### src/hw/cpu_isa_pkg.sv
package cpu_isa_pkg;

	// ========================================================================
	// major opcodes and function codes
	// ========================================================================

	typedef enum logic [6:0] {
		op_reg    = 7'b0110011,
		op_imm    = 7'b0010011,
		op_load   = 7'b0000011,
		op_store  = 7'b0100011,
		op_branch = 7'b1100011,
		op_system = 7'b1110011
	} op_t;

	localparam logic [2:0] f3_add_sub = 3'b000;
	localparam logic [2:0] f3_slt     = 3'b010;
	localparam logic [2:0] f3_xor     = 3'b100;
	localparam logic [2:0] f3_or      = 3'b110;
	localparam logic [2:0] f3_and     = 3'b111;
	localparam logic [2:0] f3_beq     = 3'b000;
	localparam logic [2:0] f3_bne     = 3'b001;
	localparam logic [6:0] f7_sub     = 7'b0100000;

	typedef enum logic [2:0] {
		alu_add,
		alu_sub,
		alu_and,
		alu_or,
		alu_xor,
		alu_slt
	} alu_op_t;

	// ========================================================================
	// instruction word, one word seen through three formats
	// ========================================================================

	typedef struct packed {
		logic [6:0] funct7;
		logic [4:0] rs2;
		logic [4:0] rs1;
		logic [2:0] funct3;
		logic [4:0] rd;
		logic [6:0] opcode;
	} r_fmt_t;

	typedef struct packed {
		logic [11:0] imm12;
		logic [4:0]  rs1;
		logic [2:0]  funct3;
		logic [4:0]  rd;
		logic [6:0]  opcode;
	} i_fmt_t;

	typedef struct packed {
		logic [6:0] imm_hi; // also B format, bits reordered in decode
		logic [4:0] rs2;
		logic [4:0] rs1;
		logic [2:0] funct3;
		logic [4:0] imm_lo;
		logic [6:0] opcode;
	} s_fmt_t;

	typedef union packed {
		r_fmt_t r_fmt;
		i_fmt_t i_fmt;
		s_fmt_t s_fmt;
	} inst_t;

	localparam inst_t nop_word  = 32'h0000_0013; // addi x0, x0, 0
	localparam inst_t halt_word = 32'h0010_0073; // ebreak

endpackage

### src/hw/cpu_pipe_pkg.sv
package cpu_pipe_pkg;

	// ========================================================================
	// decoded control, carried down the pipe
	// ========================================================================

	typedef struct packed {
		logic                  regwrite;
		logic                  memread;
		logic                  memwrite;
		logic                  is_beq;
		logic                  is_bne;
		logic                  use_imm; // operand b from the immediate
		logic                  is_halt;
		cpu_isa_pkg::alu_op_t  alu_op;
	} ctrl_t;

	// ========================================================================
	// pipeline registers
	// ========================================================================

	typedef struct packed {
		logic               valid;
		logic [31:0]        pc;
		cpu_isa_pkg::inst_t inst;
	} if_id_t;

	typedef struct packed {
		logic        valid;
		logic [31:0] pc;
		logic [31:0] rs1_val;
		logic [31:0] rs2_val;
		logic [31:0] imm;
		logic [4:0]  rs1;
		logic [4:0]  rs2;
		logic [4:0]  rd;
		ctrl_t       ctrl;
	} id_ex_t;

	typedef struct packed {
		logic        valid;
		logic [31:0] alu_out; // also the data address
		logic [31:0] store_data;
		logic [4:0]  rd;
		ctrl_t       ctrl;
	} ex_mem_t;

	typedef struct packed {
		logic        valid;
		logic [31:0] result;
		logic [4:0]  rd;
		logic        regwrite;
		logic        is_halt;
	} mem_wb_t;

	// one forwarding source, also the register file write port
	typedef struct packed {
		logic        we;
		logic [4:0]  rd;
		logic [31:0] value;
	} fwd_t;

endpackage

### src/hw/decode_stage.sv
module decode_stage (
	input  logic                  input_clk,
	input  logic                  rst,
	input  logic                  hlt,
	input  logic                  redirect,
	input  cpu_pipe_pkg::if_id_t  if_id,
	input  cpu_pipe_pkg::fwd_t    wb_write,
	output cpu_pipe_pkg::id_ex_t  id_ex,
	output logic                  stall
);

	cpu_isa_pkg::inst_t    inst;
	cpu_pipe_pkg::ctrl_t   ctrl;
	cpu_pipe_pkg::id_ex_t  nxt;
	logic [31:0]           imm;
	logic                  uses_rs1;
	logic                  uses_rs2;
	logic [31:0]           regs [1:31];

	assign inst = if_id.inst;

	function automatic cpu_isa_pkg::alu_op_t alu_sel(input logic [2:0] funct3, input logic sub);
		case (funct3)
			cpu_isa_pkg::f3_add_sub: return sub ? cpu_isa_pkg::alu_sub : cpu_isa_pkg::alu_add;
			cpu_isa_pkg::f3_slt:     return cpu_isa_pkg::alu_slt;
			cpu_isa_pkg::f3_xor:     return cpu_isa_pkg::alu_xor;
			cpu_isa_pkg::f3_or:      return cpu_isa_pkg::alu_or;
			cpu_isa_pkg::f3_and:     return cpu_isa_pkg::alu_and;
			default:                 return cpu_isa_pkg::alu_add;
		endcase
	endfunction

	// write-first, so a value retiring this cycle is seen here
	function automatic logic [31:0] read_port(input logic [4:0] idx);
		if (idx == 5'd0)
			return 32'd0;
		if (wb_write.we && wb_write.rd == idx)
			return wb_write.value;
		return regs[idx];
	endfunction

	// ========================================================================
	// decoder and immediates
	// ========================================================================

	always_comb begin
		ctrl     = '0;
		imm      = '0;
		uses_rs1 = 1'b0;
		uses_rs2 = 1'b0;
		case (inst.r_fmt.opcode)
			cpu_isa_pkg::op_reg: begin
				ctrl.regwrite = 1'b1;
				ctrl.alu_op   = alu_sel(inst.r_fmt.funct3,
					inst.r_fmt.funct7 == cpu_isa_pkg::f7_sub);
				uses_rs1      = 1'b1;
				uses_rs2      = 1'b1;
			end
			cpu_isa_pkg::op_imm: begin
				ctrl.regwrite = 1'b1;
				ctrl.use_imm  = 1'b1;
				ctrl.alu_op   = alu_sel(inst.i_fmt.funct3, 1'b0);
				imm           = {{20{inst.i_fmt.imm12[11]}}, inst.i_fmt.imm12};
				uses_rs1      = 1'b1;
			end
			cpu_isa_pkg::op_load: begin
				ctrl.regwrite = 1'b1;
				ctrl.memread  = 1'b1;
				ctrl.use_imm  = 1'b1;
				imm           = {{20{inst.i_fmt.imm12[11]}}, inst.i_fmt.imm12};
				uses_rs1      = 1'b1;
			end
			cpu_isa_pkg::op_store: begin
				ctrl.memwrite = 1'b1;
				ctrl.use_imm  = 1'b1;
				imm           = {{20{inst.s_fmt.imm_hi[6]}}, inst.s_fmt.imm_hi, inst.s_fmt.imm_lo};
				uses_rs1      = 1'b1;
				uses_rs2      = 1'b1;
			end
			cpu_isa_pkg::op_branch: begin
				ctrl.is_beq = inst.s_fmt.funct3 == cpu_isa_pkg::f3_beq;
				ctrl.is_bne = inst.s_fmt.funct3 == cpu_isa_pkg::f3_bne;
				imm         = {{19{inst.s_fmt.imm_hi[6]}}, inst.s_fmt.imm_hi[6],
					inst.s_fmt.imm_lo[0], inst.s_fmt.imm_hi[5:0], inst.s_fmt.imm_lo[4:1], 1'b0};
				uses_rs1    = 1'b1;
				uses_rs2    = 1'b1;
			end
			cpu_isa_pkg::op_system:
				ctrl.is_halt = inst == cpu_isa_pkg::halt_word;
			default: ;
		endcase
	end

	// ========================================================================
	// register file
	// ========================================================================

	always_ff @(posedge input_clk) begin
		if (rst) begin
			for (int i = 1; i < 32; i++)
				regs[i] <= '0;
		end else if (wb_write.we && wb_write.rd != 5'd0)
			regs[wb_write.rd] <= wb_write.value;
	end

	// load in EX feeding the instruction in ID
	assign stall = id_ex.valid && id_ex.ctrl.memread && id_ex.rd != 5'd0 && if_id.valid &&
		((uses_rs1 && inst.r_fmt.rs1 == id_ex.rd) || (uses_rs2 && inst.r_fmt.rs2 == id_ex.rd));

	always_comb begin
		nxt.valid   = if_id.valid && !stall && !redirect; // bubble on stall or flush
		nxt.pc      = if_id.pc;
		nxt.rs1_val = read_port(inst.r_fmt.rs1);
		nxt.rs2_val = read_port(inst.r_fmt.rs2);
		nxt.imm     = imm;
		nxt.rs1     = inst.r_fmt.rs1;
		nxt.rs2     = inst.r_fmt.rs2;
		nxt.rd      = inst.r_fmt.rd;
		nxt.ctrl    = nxt.valid ? ctrl : '0;
	end

	always_ff @(posedge input_clk) begin
		if (rst) begin
			id_ex.valid <= 1'b0;
			id_ex.ctrl  <= '0;
		end else if (!hlt)
			id_ex <= nxt;
	end

	// a branch in EX is never the load that causes a stall
	a_stall_redirect: assert property (@(posedge input_clk) disable iff (rst)
		!(stall && redirect));

endmodule

### config.mk
export PLATFORM = sky130hd
export DESIGN_NAME = decode_stage
export DESIGN_NICKNAME = d
export VERILOG_FILES = /design/src/hw/cpu_isa_pkg.sv /design/src/hw/cpu_pipe_pkg.sv /design/src/hw/decode_stage.sv
export SDC_FILE = /design/constraint.sdc
export NUM_CORES = 2
export LEC_CHECK = 0
export BUFFER_PORTS_ARGS = -buffer_cell sky130_fd_sc_hd__buf_2
export CORE_ASPECT_RATIO = 0.6
export CORE_UTILIZATION = 46
export DETAILED_ROUTE_END_ITERATION = 12
export PLACE_DENSITY_LB_ADDON = 0.08
export SKIP_LAST_GASP = 1
export SLEW_MARGIN = 10
export SYNTH_ARGS = -nofsm -noshare
export SYNTH_HDL_FRONTEND = slang
export SYNTH_SLANG_ARGS = --single-unit
### constraint.sdc
create_clock -name input_clk -period 7.5 [get_ports input_clk]
set_input_delay 1.5 -clock input_clk [delete_from_list [all_inputs] [get_ports input_clk]]
set_output_delay 1.5 -clock input_clk [all_outputs]
set_load 0.01 [all_outputs]
==> impl_results.md <==
* Post-Synth Adder-Cell Area at 0%
* Worst vdd ir at 0.000207 V
* Hold Path Class: reg2reg
* CP endpoint kind: output pin
* Width of the die at 467 um
* Worst R2R Setup Slack at 5160 ps
* Critical Path Most Common Cell: nor2_1
* Final Cycle Share at 61.4%
* P per Cell Area at 233 mW/mm^2
* Number of global-route vias before repair at 36138
* I/O pin total at 262
* Worst-path clk slew at 70 ps
* Routability congestion estimate at 0.904
* Flops & latches, synth at 1159
* Xor and xnor area share after synthesis at 0.264%
* Final ANT Viol Nets at 0
* Startpoint types: input pin
* TNS Setup at 0 ps
* Mapped Area at 0.0597 mm^2
* Main combinational cell family by area after synthesis: multiplexers
* Starting Density at 46.8%
* Overall Global Routing Usage at 34.1%
* Final Hold Viols at 0
* Yosys warns at 0
* Non-filler cells, final at 5853
* CTS resizes at 0
* # fillers at 10530
* DR vias at 38921
* Status: finished clean
* Skew-Pair Late Insertion Delay at 750 ps
* Critical path class: in2out
* Port Buf Inserts at 261
* Placed insts at 5633
* Simple-gate share of the synthesized area at 13.1%
* Bufs and invs on worst path at 2
* Crit path time final at 4600 ps
* Syn avg cell area at 15.0 um^2
* First-pass GRT wire length at 305 mm
* Synth Flop Type: edfxtp_1
* Fin Hold WS at 451 ps
* Antenna violations before repair at 29
* Final setup violation count at 0
* Post-synth ARST share at 0%
* Worst EP arrival at 3100 ps
* Vias per inst at 6.65
* Layout area overhead at 10.6%
* Largest net degree at the start of global routing at 125
* Worst Path Required at 6000 ps
* H-tree depth at 3
* Cells after synthesis at 3972
* Row count at 101
* Layout cells sized above 1 at 25.9%
* Leakage at 23.0 nW
* Grt ovf at 0
* Mux contribution to synthesized area at 19.5%
* Final WL at 224 mm
* DRC viols at 0
* Post-synth EDFFs at 1148
* Stages on the worst setup path at 6
* CTS sink cnt at 1159
* Synth top area cells: edfxtp_1 58%, mux4_2 17%, and2_1 10%, mux2i_1 2.5%, clkbuf_1 1.8%
* Max_slew headroom at 14.8%
* Setup repair bufs after CTS at 0
* Final nets at 4155
* TritonCTS Buffers at 112
* Overall power at 15.4 mW
* Largest area contributor in the netlist: edfxtp_1
* Number of max-cap violations at 0
* Detail Placement HPWL at 136 mm
* Initial drt markers at 6617
* Area share of the largest cell type after synthesis at 57.7%
* CP max FO at 8
* RSZ-0062 raised after global routing: no
* Root Driver: clkbuf_16
* Worst R2R Path Depth at 5
* CP max stage cell: nor2_1
* Routed wire per std cell at 38.3 um
* Crit-path cells: buf_2 > nand4bb_1 > nor2_1 > nor2_1 > nor2_1 > buf_2
* Post-synthesis sequential area ratio at 58.1%
* Crit-path max cell delay at 670 ps
* Clock buffer depth at 3
* Hold path cells at 2
* Slew Limit Fails at 0
* Core area at 0.128 mm^2
* Die area at 0.131 mm^2
* First drt pass iteration count at 6
* Final Skew at 28.1 ps
* CTS Hold Bufs at 0
* Post-synth cell types at 62
* Top delay family on crit path: simple AND/OR/NAND/NOR gates
* Die height at 281 um
* CTS tree: built
* Compound-gate portion of the synthesized area at 5.40%
* Achievable Freq at 217 MHz
* Worst Tran Pin Value at 1280 ps
==> cells in the mapped netlist (all sizes together) (2+ instances only) <==
| master | instances |
|---|---|
| a2111oi | 41 |
| a211o | 5 |
| a211oi | 16 |
| a21o | 28 |
| a21oi | 77 |
| a221o | 22 |
| a221oi | 11 |
| a22o | 44 |
| a22oi | 40 |
| a311o | 5 |
| a31oi | 9 |
| and2 | 1001 |
| buf | 142 |
| clkbuf | 284 |
| dfxtp | 11 |
| edfxtp | 1148 |
| inv | 7 |
| mux2i | 148 |
| mux4 | 452 |
| nand2 | 163 |
| nand2b | 9 |
| nand3 | 21 |
| nand3b | 8 |
| nand4 | 3 |
| nand4b | 2 |
| nor2 | 49 |
| nor2b | 26 |
| nor3 | 4 |
| nor4 | 4 |
| nor4b | 4 |
| o21ai | 20 |
| o221ai | 32 |
| o22ai | 60 |
| o41ai | 6 |
| or2 | 32 |
| or3 | 4 |
| or4 | 3 |
| xnor2 | 6 |
| xor2 | 12 |
==> per-layer routing <==
layer	global-route usage [%]	wire length, um
met3	11.4	32600
met2	44.4	89000
met5	0	67
met4	9.76	6550
met1	53.3	95900
==> sequential cells by signal, summed over array words and instances, names as in the netlist <==
| name | flops |
|---|---|
| regs | 1024 |
| id_ex | 135 |
==> stage by stage <==
step	utilization (%)	setup slack [ps]	area (um^2)
floorplan	-	80.6	59800
global placement	48.9	2280	62400
detailed placement	48.9	2290	62400
CTS	51.7	2930	66000
global route	51.7	2750	66000
finish	51.7	2900	66000
==> cell usage in the layout, fill, tap and decap left out, types with 22 or more instances in the layout <==
cell type | Yosys | final
clkbuf_1 | 284 | 23
clkinv_1 | 0 | 27
conb_1 | 1 | 32
nor2_4 | 0 | 35
or2_2 | 32 | 32
nand2_1 | 162 | 160
a21oi_1 | 77 | 77
edfxtp_1 | 1148 | 1148
mux2i_1 | 148 | 148
buf_4 | 46 | 91
clkbuf_16 | 0 | 114
a221o_1 | 22 | 22
a2111oi_0 | 22 | 22
a21o_1 | 28 | 28
and2_1 | 1000 | 1000
buf_2 | 58 | 252
a22oi_1 | 40 | 40
o22ai_1 | 60 | 60
mux4_2 | 452 | 452
o221ai_1 | 32 | 32
a22o_1 | 44 | 44
==> logic make-up (layout without fill, tap and decap cells) <==
group,after synthesis,after routing
compound gates,424,424
flops,1159,1159
other cells,1,45
buf+inv,433,571
xor+xnor,18,18
mux,601,601
simple gates,1336,1336
==> final cells by class <==
type	instances	area (um^2)	area share (%)
inverter	7	27.5	0.0417
multi-input combinational	2411	23300	35.3
clock buffer	137	2940	4.45
clock inverter	70	692	1.05
antenna	13	32.5	0.0493
timing repair buffer	357	2200	3.34
sequential	1159	34700	52.5
tap	1699	2130	3.22
==> power breakdown <==
part | switching (mW) | internal [mW]
logic | 1.08 | 0.686
clock network | 2.66 | 3.23
registers | 0.216 | 7.50
total | 3.96 | 11.4
==> final timing paths <==
| check | to | startpoint |
|---|---|---|
| max | stall | if_id[2] |
| max reg2reg | id_ex[87] | regs[5][30] |
| min reg2reg | id_ex[0] | id_ex[0] |
| min | id_ex[0] | id_ex[0] |
==> worst min-delay path, cell delays in order (launching register included) <==
cell	delay [ps]
dfxtp_1	310
nand2_1	50
o21ai_1	50
Note: power is estimated with default switching activity, not from simulation.
